<file path="src/rtl/ex_pkg.sv">
// Execute stage package with word widths, operator codes and shared types
package ex_pkg;

  ////////////////////
  // Widths
  ////////////////////

  // Data word of the core
  localparam int XLEN        = 32;
  // Register address, MSB selects the FP bank
  localparam int REG_ADDR_W  = 6;
  localparam int ALU_OP_W    = 4;
  localparam int MUL_OP_W    = 3;
  // Operand B is consumed in two slices of this width by the high-half multiply
  localparam int MUL_SLICE_W = 16;

  ////////////////////
  // Types
  ////////////////////

  typedef logic [XLEN-1:0]       word_t;
  typedef logic [REG_ADDR_W-1:0] reg_addr_t;
  typedef logic [ALU_OP_W-1:0]   alu_op_t;
  typedef logic [MUL_OP_W-1:0]   mul_op_t;

  ////////////////////
  // ALU operators
  ////////////////////

  // Arithmetic and logic
  localparam alu_op_t ALU_ADD  = 4'd0;
  localparam alu_op_t ALU_SUB  = 4'd1;
  localparam alu_op_t ALU_AND  = 4'd2;
  localparam alu_op_t ALU_OR   = 4'd3;
  localparam alu_op_t ALU_XOR  = 4'd4;
  // Shifts, amount taken from operand B
  localparam alu_op_t ALU_SLL  = 4'd5;
  localparam alu_op_t ALU_SRL  = 4'd6;
  localparam alu_op_t ALU_SRA  = 4'd7;
  // Set less than
  localparam alu_op_t ALU_SLT  = 4'd8;
  localparam alu_op_t ALU_SLTU = 4'd9;
  // Branch comparisons
  localparam alu_op_t ALU_EQ   = 4'd10;
  localparam alu_op_t ALU_NE   = 4'd11;
  localparam alu_op_t ALU_LT   = 4'd12;
  localparam alu_op_t ALU_GE   = 4'd13;
  localparam alu_op_t ALU_LTU  = 4'd14;
  localparam alu_op_t ALU_GEU  = 4'd15;

  ////////////////////
  // Multiplier
  ////////////////////

  // Single cycle low word
  localparam mul_op_t MUL_MUL = 3'd0;
  localparam mul_op_t MUL_MAC = 3'd1;
  // Three cycle high word
  localparam mul_op_t MUL_H   = 3'd4;
  localparam mul_op_t MUL_HSU = 3'd5;
  localparam mul_op_t MUL_HU  = 3'd6;

  typedef enum logic [1:0] {
    MULT_IDLE,
    MULT_STEP,
    MULT_DONE
  } mult_state_e;

endpackage

</file>
<file path="src/rtl/ex_alu_if.sv">
// ALU request and result bundle between the execute stage and the ALU
`timescale 1ns/1ps

interface ex_alu_if;
  import ex_pkg::*;

  // Request side, driven by the stage
  logic    en;
  alu_op_t operator;
  word_t   operand_a;
  word_t   operand_b;

  // Result side, purely combinational
  word_t   result;
  logic    cmp_result;

  modport alu (
    input  en, operator, operand_a, operand_b,
    output result, cmp_result
  );

  modport stage (
    output en, operator, operand_a, operand_b,
    input  result, cmp_result
  );

endinterface

</file>
<file path="src/rtl/ex_mul_if.sv">
// Multiplier request, result and ready bundle between the execute stage and the multiplier
`timescale 1ns/1ps

interface ex_mul_if;
  import ex_pkg::*;

  // Request, held stable by ID while en is high and ready is low
  logic    en;
  mul_op_t operator;
  word_t   operand_a;
  word_t   operand_b;
  // Accumulator input for MAC
  word_t   operand_c;

  // Response
  word_t   result;
  logic    ready;
  // High in the final cycle of a high-half multiply
  logic    multicycle;

  modport mult (
    input  en, operator, operand_a, operand_b, operand_c,
    output result, ready, multicycle
  );

  modport stage (
    output en, operator, operand_a, operand_b, operand_c,
    input  result, ready, multicycle
  );

endinterface

</file>
<file path="src/rtl/ex_alu.sv">
// Combinational integer ALU with add, logic, shift, set-less-than and branch compare
`timescale 1ns/1ps

module ex_alu (
  ex_alu_if.alu alu
);
  import ex_pkg::*;

  logic       is_sub;
  word_t      sum;
  logic [4:0] shamt;
  word_t      shift_l;
  word_t      shift_r;
  word_t      shift_ra;
  logic       lt_s;
  logic       lt_u;
  logic       eq;
  logic       cmp;
  word_t      res;

  ////////////////////
  // Datapath
  ////////////////////

  // One adder for add and sub, two's complement of B on sub
  assign is_sub = (alu.operator == ALU_SUB);
  assign sum    = alu.operand_a + (is_sub ? ~alu.operand_b : alu.operand_b)
                  + {{(XLEN-1){1'b0}}, is_sub};

  // Only the low five bits count for RV32 shifts
  assign shamt    = alu.operand_b[4:0];
  assign shift_l  = alu.operand_a << shamt;
  assign shift_r  = alu.operand_a >> shamt;
  assign shift_ra = word_t'($signed(alu.operand_a) >>> shamt);

  // Comparator flags shared by slt and branches
  assign lt_s = ($signed(alu.operand_a) < $signed(alu.operand_b));
  assign lt_u = (alu.operand_a < alu.operand_b);
  assign eq   = (alu.operand_a == alu.operand_b);

  ////////////////////
  // Branch compare
  ////////////////////

  always_comb begin
    case (alu.operator)
      ALU_EQ:  cmp = eq;
      ALU_NE:  cmp = ~eq;
      ALU_LT:  cmp = lt_s;
      ALU_GE:  cmp = ~lt_s;
      ALU_LTU: cmp = lt_u;
      ALU_GEU: cmp = ~lt_u;
      // No branch taken on non-compare codes
      default: cmp = 1'b0;
    endcase
  end

  ////////////////////
  // Result select
  ////////////////////

  always_comb begin
    case (alu.operator)
      ALU_ADD,
      ALU_SUB:  res = sum;
      ALU_AND:  res = alu.operand_a & alu.operand_b;
      ALU_OR:   res = alu.operand_a | alu.operand_b;
      ALU_XOR:  res = alu.operand_a ^ alu.operand_b;
      ALU_SLL:  res = shift_l;
      ALU_SRL:  res = shift_r;
      ALU_SRA:  res = shift_ra;
      ALU_SLT:  res = {{(XLEN-1){1'b0}}, lt_s};
      ALU_SLTU: res = {{(XLEN-1){1'b0}}, lt_u};
      // Compare codes also return their 0/1 outcome
      default:  res = {{(XLEN-1){1'b0}}, cmp};
    endcase
  end

  // Idle ALU presents zero on the result bus
  assign alu.result     = alu.en ? res : '0;
  assign alu.cmp_result = cmp;

endmodule

</file>
<file path="src/rtl/ex_mult.sv">
// Integer multiplier, single-cycle MUL/MAC and three-cycle MULH/MULHSU/MULHU
`timescale 1ns/1ps

module ex_mult (
  input  logic   clk,
  input  logic   rst_n,
  input  logic   ex_ready_i,
  ex_mul_if.mult mul
);
  import ex_pkg::*;

  mult_state_e                 state_q;
  mult_state_e                 state_d;
  logic                        is_high;
  logic                        start;
  logic                        a_sign;
  logic                        b_sign;
  logic signed [XLEN:0]        a_ext;
  logic signed [MUL_SLICE_W:0] b_lo;
  logic signed [MUL_SLICE_W:0] b_hi;
  logic signed [2*XLEN-1:0]    pp_lo;
  logic signed [2*XLEN-1:0]    pp_hi;
  logic [2*XLEN-1:0]           prod_q;
  word_t                       mul_lo;
  word_t                       mac_lo;

  ////////////////////
  // Operand prep
  ////////////////////

  assign is_high = (mul.operator == MUL_H) || (mul.operator == MUL_HSU)
                   || (mul.operator == MUL_HU);
  assign start   = (state_q == MULT_IDLE) && mul.en && is_high;

  // A signed for MULH and MULHSU, B signed for MULH only
  assign a_sign = ((mul.operator == MUL_H) || (mul.operator == MUL_HSU))
                  & mul.operand_a[XLEN-1];
  assign b_sign = (mul.operator == MUL_H) & mul.operand_b[XLEN-1];

  assign a_ext = {a_sign, mul.operand_a};
  // Low slice is always unsigned, high slice carries the sign
  assign b_lo  = {1'b0, mul.operand_b[MUL_SLICE_W-1:0]};
  assign b_hi  = {b_sign, mul.operand_b[XLEN-1:MUL_SLICE_W]};

  // Partial products, modulo 2^64 is enough for the upper word
  assign pp_lo = a_ext * b_lo;
  assign pp_hi = a_ext * b_hi;

  // Single-cycle path
  assign mul_lo = mul.operand_a * mul.operand_b;
  assign mac_lo = mul_lo + mul.operand_c;

  ////////////////////
  // High-half FSM
  ////////////////////

  always_comb begin
    state_d = state_q;
    case (state_q)
      MULT_IDLE: if (start) state_d = MULT_STEP;
      MULT_STEP: state_d = MULT_DONE;
      // Wait for the stage to take the result
      MULT_DONE: if (ex_ready_i) state_d = MULT_IDLE;
      default:   state_d = MULT_IDLE;
    endcase
  end

  always_ff @(posedge clk or negedge rst_n) begin
    if (!rst_n) begin
      state_q <= MULT_IDLE;
    end else begin
      state_q <= state_d;
    end
  end

  // First cycle loads the low slice, second adds the shifted high slice
  always_ff @(posedge clk) begin
    if (start) begin
      prod_q <= pp_lo;
    end else if (state_q == MULT_STEP) begin
      prod_q <= prod_q + (pp_hi <<< MUL_SLICE_W);
    end
  end

  ////////////////////
  // Outputs
  ////////////////////

  assign mul.ready      = (state_q == MULT_DONE) || ((state_q == MULT_IDLE) && !start);
  assign mul.multicycle = (state_q == MULT_DONE);

  always_comb begin
    if (state_q == MULT_DONE) begin
      mul.result = prod_q[2*XLEN-1:XLEN];
    end else if (mul.operator == MUL_MAC) begin
      mul.result = mac_lo;
    end else begin
      mul.result = mul_lo;
    end
  end

  // A started high-half multiply answers by the third cycle
  a_high_done: assert property (@(posedge clk) disable iff (!rst_n)
    start |-> ##[1:2] mul.ready);

  // Final cycle only shows while ID still holds the high-half request
  a_multicycle_held: assert property (@(posedge clk) disable iff (!rst_n)
    mul.multicycle |-> mul.en && is_high);

endmodule

</file>
<file path="src/rtl/ex_stage.sv">
// Execute stage top with ALU, multiplier, write-port muxes and stage handshake
`timescale 1ns/1ps

module ex_stage (
  input  logic              clk,
  input  logic              rst_n,

  // ALU request from ID
  input  ex_pkg::alu_op_t   alu_operator_i,
  input  ex_pkg::word_t     alu_operand_a_i,
  input  ex_pkg::word_t     alu_operand_b_i,
  input  ex_pkg::word_t     alu_operand_c_i,
  input  logic              alu_en_i,

  // Multiplier request from ID
  input  ex_pkg::mul_op_t   mult_operator_i,
  input  ex_pkg::word_t     mult_operand_a_i,
  input  ex_pkg::word_t     mult_operand_b_i,
  input  ex_pkg::word_t     mult_operand_c_i,
  input  logic              mult_en_i,

  // CSR and LSU
  input  logic              csr_access_i,
  input  ex_pkg::word_t     csr_rdata_i,
  input  logic              lsu_en_i,
  input  ex_pkg::word_t     lsu_rdata_i,
  input  logic              lsu_ready_ex_i,
  input  logic              lsu_err_i,

  // Register file targets and branch flag
  input  ex_pkg::reg_addr_t regfile_alu_waddr_i,
  input  logic              regfile_alu_we_i,
  input  ex_pkg::reg_addr_t regfile_waddr_i,
  input  logic              regfile_we_i,
  input  logic              branch_in_ex_i,

  input  logic              wb_ready_i,

  // Forwarding port to ID and register file
  output ex_pkg::reg_addr_t regfile_alu_waddr_fw_o,
  output logic              regfile_alu_we_fw_o,
  output ex_pkg::word_t     regfile_alu_wdata_fw_o,

  // Load writeback port
  output ex_pkg::reg_addr_t regfile_waddr_wb_o,
  output logic              regfile_we_wb_o,
  output ex_pkg::word_t     regfile_wdata_wb_o,

  // Branch resolution to IF
  output ex_pkg::word_t     jump_target_o,
  output logic              branch_decision_o,

  output logic              mult_multicycle_o,
  output logic              ex_ready_o,
  output logic              ex_valid_o
);

  ex_alu_if alu_bus ();
  ex_mul_if mul_bus ();

  ////////////////////
  // ALU
  ////////////////////

  assign alu_bus.en        = alu_en_i;
  assign alu_bus.operator  = alu_operator_i;
  assign alu_bus.operand_a = alu_operand_a_i;
  assign alu_bus.operand_b = alu_operand_b_i;

  ex_alu u_ex_alu (
    .alu (alu_bus)
  );

  ////////////////////
  // Multiplier
  ////////////////////

  assign mul_bus.en        = mult_en_i;
  assign mul_bus.operator  = mult_operator_i;
  assign mul_bus.operand_a = mult_operand_a_i;
  assign mul_bus.operand_b = mult_operand_b_i;
  assign mul_bus.operand_c = mult_operand_c_i;

  ex_mult u_ex_mult (
    .clk        (clk),
    .rst_n      (rst_n),
    .ex_ready_i (ex_ready_o),
    .mul        (mul_bus)
  );

  assign mult_multicycle_o = mul_bus.multicycle;

  ////////////////////
  // Write ports
  ////////////////////

  assign regfile_alu_waddr_fw_o = regfile_alu_waddr_i;
  assign regfile_alu_we_fw_o    = regfile_alu_we_i;

  // CSR read wins over multiplier, multiplier over ALU
  always_comb begin
    if (csr_access_i) begin
      regfile_alu_wdata_fw_o = csr_rdata_i;
    end else if (mult_en_i) begin
      regfile_alu_wdata_fw_o = mul_bus.result;
    end else if (alu_en_i) begin
      regfile_alu_wdata_fw_o = alu_bus.result;
    end else begin
      regfile_alu_wdata_fw_o = '0;
    end
  end

  ex_wb_reg u_ex_wb_reg (
    .clk             (clk),
    .rst_n           (rst_n),
    .ex_valid_i      (ex_valid_o),
    .wb_ready_i      (wb_ready_i),
    .lsu_err_i       (lsu_err_i),
    .regfile_we_i    (regfile_we_i),
    .regfile_waddr_i (regfile_waddr_i),
    .we_o            (regfile_we_wb_o),
    .waddr_o         (regfile_waddr_wb_o)
  );

  // Load data arrives straight from the LSU in WB
  assign regfile_wdata_wb_o = lsu_rdata_i;

  // Branch target comes in on operand C
  assign jump_target_o     = alu_operand_c_i;
  assign branch_decision_o = alu_bus.cmp_result;

  ////////////////////
  // Handshake
  ////////////////////

  // A branch finishes in EX without needing WB
  assign ex_ready_o = (mul_bus.ready & lsu_ready_ex_i & wb_ready_i) | branch_in_ex_i;
  assign ex_valid_o = (alu_en_i | mult_en_i | csr_access_i | lsu_en_i)
                      & mul_bus.ready & lsu_ready_ex_i & wb_ready_i;

endmodule

</file>
<file path="src/rtl/ex_wb_reg.sv">
// EX/WB pipeline register holding the load writeback enable and address
`timescale 1ns/1ps

module ex_wb_reg (
  input  logic              clk,
  input  logic              rst_n,
  input  logic              ex_valid_i,
  input  logic              wb_ready_i,
  input  logic              lsu_err_i,
  input  logic              regfile_we_i,
  input  ex_pkg::reg_addr_t regfile_waddr_i,
  output logic              we_o,
  output ex_pkg::reg_addr_t waddr_o
);

  logic load_we;

  // A faulting load never writes the register file
  assign load_we = regfile_we_i & ~lsu_err_i;

  always_ff @(posedge clk or negedge rst_n) begin
    if (!rst_n) begin
      we_o <= 1'b0;
    end else if (ex_valid_i) begin
      we_o <= load_we;
    end else if (wb_ready_i) begin
      // WB drained and nothing new, drop the entry
      we_o <= 1'b0;
    end
  end

  always_ff @(posedge clk) begin
    if (ex_valid_i && load_we) begin
      waddr_o <= regfile_waddr_i;
    end
  end

  a_no_err_write: assert property (@(posedge clk) disable iff (!rst_n)
    $rose(we_o) |-> !$past(lsu_err_i));

endmodule
</file>
<file path="config.mk">
export PLATFORM = sky130hd
export DESIGN_NAME = ex_stage
export DESIGN_NICKNAME = d
export VERILOG_FILES = /design/src/rtl/ex_pkg.sv /design/src/rtl/ex_alu_if.sv /design/src/rtl/ex_mul_if.sv /design/src/rtl/ex_alu.sv /design/src/rtl/ex_mult.sv /design/src/rtl/ex_stage.sv /design/src/rtl/ex_wb_reg.sv
export SDC_FILE = /design/constraint.sdc
export NUM_CORES = 2
export LEC_CHECK = 0
export BUFFER_PORTS_ARGS = -buffer_cell sky130_fd_sc_hd__buf_2
export CELL_PAD_IN_SITES_DETAIL_PLACEMENT = 0
export CELL_PAD_IN_SITES_GLOBAL_PLACEMENT = 1
export CORE_AREA = 4 4 347 417
export CTS_BUF_LIST = sky130_fd_sc_hd__clkbuf_4 sky130_fd_sc_hd__clkbuf_8 sky130_fd_sc_hd__clkbuf_16
export DETAILED_ROUTE_END_ITERATION = 16
export DIE_AREA = 0 0 351 421
export PLACE_DENSITY = 0.78
export SYNTH_ARGS = -nofsm -noshare
export SYNTH_HDL_FRONTEND = slang
export SYNTH_SLANG_ARGS = --single-unit
</file>
<file path="constraint.sdc">
create_clock -name clk -period 9.4 [get_ports clk]
set_clock_uncertainty 0.05 [all_clocks]
set_input_delay 0 -clock clk [delete_from_list [all_inputs] [get_ports clk]]
set_output_delay 0 -clock clk [all_outputs]
set_load 0.02 [all_outputs]
</file>
Yosys cells after proc, flatten, opt, wreduce, memory -nomap -nowiden
Cells that the tools add are included.
{ "op_classes": {"addsub": 4, "n_mul": 3, "n_lt_le_gt_ge": 2, "n_eq_ne": 24, "n_shift": 3, "n_mux": 15, "n_bitwise": 20, "reduce_logical": 14} }
{ "op_table": {"columns": ["op", "count"], "rows": [
  ["$pmux W32 S9", 1],
  ["$mux W32", 6],
  ["$mux W64", 2],
  ["$add A32 B32 Y32", 2],
  ["$add A64 B64 Y64", 1],
  ["$lt A32 B32 Y1", 2],
  ["$mul A33 B17 Y50", 1],
  ["$mul A33 B17 Y48", 1],
  ["$add A32 B1 Y32", 1],
  ["$and A32 B32 Y32", 1],
  ["$eq A32 B32 Y1", 1],
  ["$eq A4 B4 Y1 const B", 8],
  ["$mul A32 B32 Y32", 1],
  ["$not A32 Y32", 1],
  ["$or A32 B32 Y32", 1],
  ["$shl A32 B5 Y32", 1],
  ["$shr A32 B5 Y32", 1],
  ["$sshr A32 B5 Y32", 1],
  ["$xor A32 B32 Y32", 1],
  ["$eq A4 B3 Y1 const B", 4],
  ["$eq A3 B3 Y1 const B", 3],
  ["$and A1 B1 Y1", 8],
  ["$eq A4 B2 Y1 const B", 2],
  ["$pmux W1 S6", 1],
  ["other kinds (18)", 33]
]} }
{ "word_totals": {"reg_bits": 73, "input_bits": 287, "output_inout_bits": 114} }

Longest topological paths before layout
{ "logic_depth": {"depth_word": 12, "mapped_depth": 39} }

Hierarchy
A second synthesis with hierarchy kept.
{ "unflattened": {"hier_cells": 7374, "hier_area_um2": 63329.5} }
{ "modules_own_cells": {"columns": ["module", "n_inst", "cells_each", "area_each_um2", "seq_area_each_um2"], "rows": [
  ["ex_mult", 1, 5974, 53625.2, 1491.4],
  ["ex_alu", 1, 1169, 8031.5, 0.0],
  ["ex_stage", 1, 221, 1447.6, 0.0],
  ["ex_wb_reg", 1, 10, 225.2, 205.2]
]} }

Worst setup path after synthesis
OpenSTA, ideal clock, no wires.
{ "synth_path": {"path_type": "input port to output port", "start": "in mult_operand_a_i[15]", "end": "out regfile_alu_wdata_fw_o[31]", "arrival_time_ns": 8.259, "required_ns": 9.350, "slack_ns": 1.091, "stages": 33, "path_buffers": 1, "path_cell_list": "clkbuf_1 nand2_1 fa_1 inv_1 fa_1 fa_1 inv_1 fa_1 inv_1 fa_1 inv_1 fa_1 inv_1 fa_1 fa_1 ha_1 a21oi_1 o2111ai_1 a21o_1 a41o_1 a221o_1 a21oi_1 xnor2_1 ha_1 nand2_1 o21ai_0 a21oi_1 a211o_1 a21boi_0 nor3_1 nor3b_1 xnor2_1 o311ai_1"} }
{ "synth_via": {"elab_chain_len": 6} }
{ "synth_rtl": {"columns": ["item", "line_no", "rtl"], "rows": [
  ["from (decl)", "ex_stage.sv:17", "input ex_pkg::word_t mult_operand_a_i,"],
  ["$mul A32 B32 Y32 *", "ex_mult.sv:50", "assign mul_lo = mul.operand_a * mul.operand_b;"],
  ["$add A32 B32 Y32", "ex_mult.sv:51", "assign mac_lo = mul_lo + mul.operand_c;"],
  ["$mux W32 *", "ex_mult.sv:95", "end else if (mul.operator == MUL_MAC) begin"],
  ["$mux W32 *", "ex_mult.sv:93", "if (state_q == MULT_DONE) begin"],
  ["$mux W32 *", "ex_stage.sv:104", "end else if (mult_en_i) begin"],
  ["$mux W32 *", "ex_stage.sv:102", "if (csr_access_i) begin"],
  ["to (decl)", "ex_stage.sv:42", "output ex_pkg::word_t regfile_alu_wdata_fw_o,"]
]} }
Every way passes the cells marked *; elsewhere a longest branch is shown, timed or not.

Worst setup path in the final report
{ "layout_path": {"start": "in mult_operand_a_i[10]", "end": "out regfile_alu_wdata_fw_o[22]"} }
The elaborated chain is that of the path after synthesis.

==> impl_metrics.ini <==
[routing]
drt-pass1-iter-count = 6
ant_nets = 0
dr.first_iter.drc_count = 3511
drt-total-wl_um = 209000
vias = 50600
drc = 0
wire_per_inst_um = 22.7
post_drt_via_cell_ratio = 5.51

[finish]
final_cell_mix = inv_1 (1583), fa_1 (1344), nand2_1 (715)
drive_gt1_share_pct = 7.84
post-route-cell-area_mm2 = 0.0676
stdcell_count = 9174
fin_nets = 9514
syn2layout_area_growth_pct = 7.29
nFillCells = 13600
final_common_cell = inv_1

[clock_network]
cts_tree = done
htreeDepth = 3
cts-root-buf = clkbuf_16
clkLatencyLatePin_ps = 370
clk_pin_slew_ps = 60
clk_path_buf_depth = 2
cts_inserted_buffers = 9
cts.sinks = 57

[placement]
dp_hpwl_um = 178000
gp_congestion = 0.990
placed_cell_area_mm2 = 0.0663
numPlacedInstances = 9069
portBuffers = 258

[synth]
yosysTopAreaCell = fa_1
yosys_most_used_dff = edfxtp_1
synth_area_leaders = fa_1 (43%), ha_1 (11%), inv_1 (9.4%), and2_1 (5.7%), nand2_1 (4.3%)
synth_edf_count = 54
synth_cell_types = 94
synthArstFlopShare_pct = 5.26
netlist_instances = 7172
synth-seq-area-share_pct = 2.69
synth_top_cell_area_share_pct = 42.7
synth_seq_cells = 57
syn_area_per_cell_um2 = 8.78
syn_area_mm2 = 0.0630
syn_nets = 9361
ys_warn_count = 0

[timing]
setup_viol = 0
report.final.slew_viol_count = 0
fin_crit_sh_pct = 95.7
max_slew_margin_pct = 29.7
fmax_ghz = 0.111
hold_violations = 0
hold_slack_ps = 77.2
period_needed_ps = 9000
tightest_slew_ps = 1050

[global_route]
grt-ovfl-total = 0
antenna_found_initial = 16
grt_max_degree = 59
grt_first_pass_wirelength_um = 323000
grtUsageTotal_pct = 28.4
grt_pass1_vias = 55100

[setup_path]
critPathMaxFanout = 23
worst_ep_arrival_time_ps = 8950
reg2reg_setup_slack_ps = 5660
max_stage_delay_ps = 570
endpoint_kind = output pin
setup.worst_path.start_class = input pin
cp.required_ps = 9350
crit_path_top_delay_cell = fa_1
crit_top_cell = fa_1
critical_path_class = input pin to output pin
worstRegToRegCells = 13

[floorplanning]
io-pin-count = 401
rows = 151
coreArea_mm2 = 0.141
dieArea_mm2 = 0.148
die_h_um = 421
start_util_pct = 44.7
die_w_um = 351

[hold_path]
hold_path.class = input pin to flip-flop
holdPathStages = 5

[status]
status = complete, no violations

[flow_run]
cap_violations = 0
final cells by class:
class                   count  area, µm²  share of cell area [%]
flip-flops and latches     57       1700                    2.51
clock buffers               9        225                   0.333
repair buffers            532       3650                    5.41
multi-input cells        5137      53600                    79.4
clock inverters             7       92.6                   0.137
inverters                1588       5960                    8.82
well taps                1836       2300                    3.40
diodes                      8       20.0                  0.0296
registers in the layout (all words and copies together), names as in the netlist:
signal               cells
u_ex_wb_reg.we_o         1
u_ex_mult.state_q        2
u_ex_mult.prod_q        48
u_ex_wb_reg.waddr_o      6
Yosys cell counts (13+ instances only):
master / number
inv_1: 1584
xor2_1: 72
or3_1: 17
xnor2_1: 208
a211o_1: 18
nor2b_1: 25
and3_1: 42
o21a_1: 38
a21oi_1: 273
o21ai_1: 14
or2_2: 23
o31ai_1: 22
nor3_1: 53
edfxtp_1: 54
fa_1: 1344
nand2_1: 716
nand2b_1: 31
a21o_1: 99
a221oi_1: 41
nand4_1: 21
mux2i_1: 58
a211oi_1: 41
o21ai_0: 201
and2_1: 569
a31oi_1: 24
ha_1: 558
buf_2: 13
nor2_1: 266
clkbuf_1: 288
nand3_1: 50
buf_4: 72
o211ai_1: 42
buf_1: 15
mux4_2: 41
o21bai_1: 34
o22ai_1: 16
cells by family after synthesis:
logic type	Yosys count	share of synthesized area, %
buf+inv	1978	12.3
fa+ha+maj	1902	53.8
simple gates	1861	14.5
compound gates	985	10.2
xor+xnor	281	3.93
mux	108	2.55
flops	57	2.69
stage by stage:
stage	utilization (%)	worst slack [ps]	TNS [ps]
floorplan	-	1090	0
finish	48.0	401	0
global placement	47.1	-48.2	-48.2
detailed placement	47.1	-76.2	-94.5
global route	48.0	-20.7	-27.2
CTS	47.9	165	0
per-layer routing:
metal | share of wire (%) | global-route usage [%]
met2 | 49 | 49.1
met3 | 5.8 | 3.36
met5 | 0.040 | 0
met4 | 5.7 | 13.3
met1 | 39 | 35.5
timing repair:
action / CTS / global route
resized for setup: 0 / 23
endpoints found under the setup margin: 0 / 15
endpoints found under the hold margin: 82 / 0
hold buffers: 81 / 0
setup buffers: 0 / 0
worst max-delay path: cells and delay by family:
kind                       cells  cell delay [ps]
xor gates and xnor gates       2              320
and+or+nand+nor                2              200
muxes                          1              400
adders and majority gates     10             4400
buffers and inverters          5              770
AOI/OAI and AO/OA             12             2810
path summary, 6_finish.rpt:
check / end / start
max reg2reg: u_ex_mult.prod_q[62] / u_ex_mult.prod_q[16]
min reg2reg: u_ex_wb_reg.we_o / u_ex_wb_reg.we_o
max: regfile_alu_wdata_fw_o[22] / mult_operand_a_i[10]
min: u_ex_mult.state_q[1] / lsu_ready_ex_i
max in group asynchronous: u_ex_mult.state_q[1] / rst_n
min in group asynchronous: u_ex_wb_reg.we_o / rst_n
Power is not shown: default switching activity piles up to over one toggle a cycle in this logic, so the estimate is an artifact.
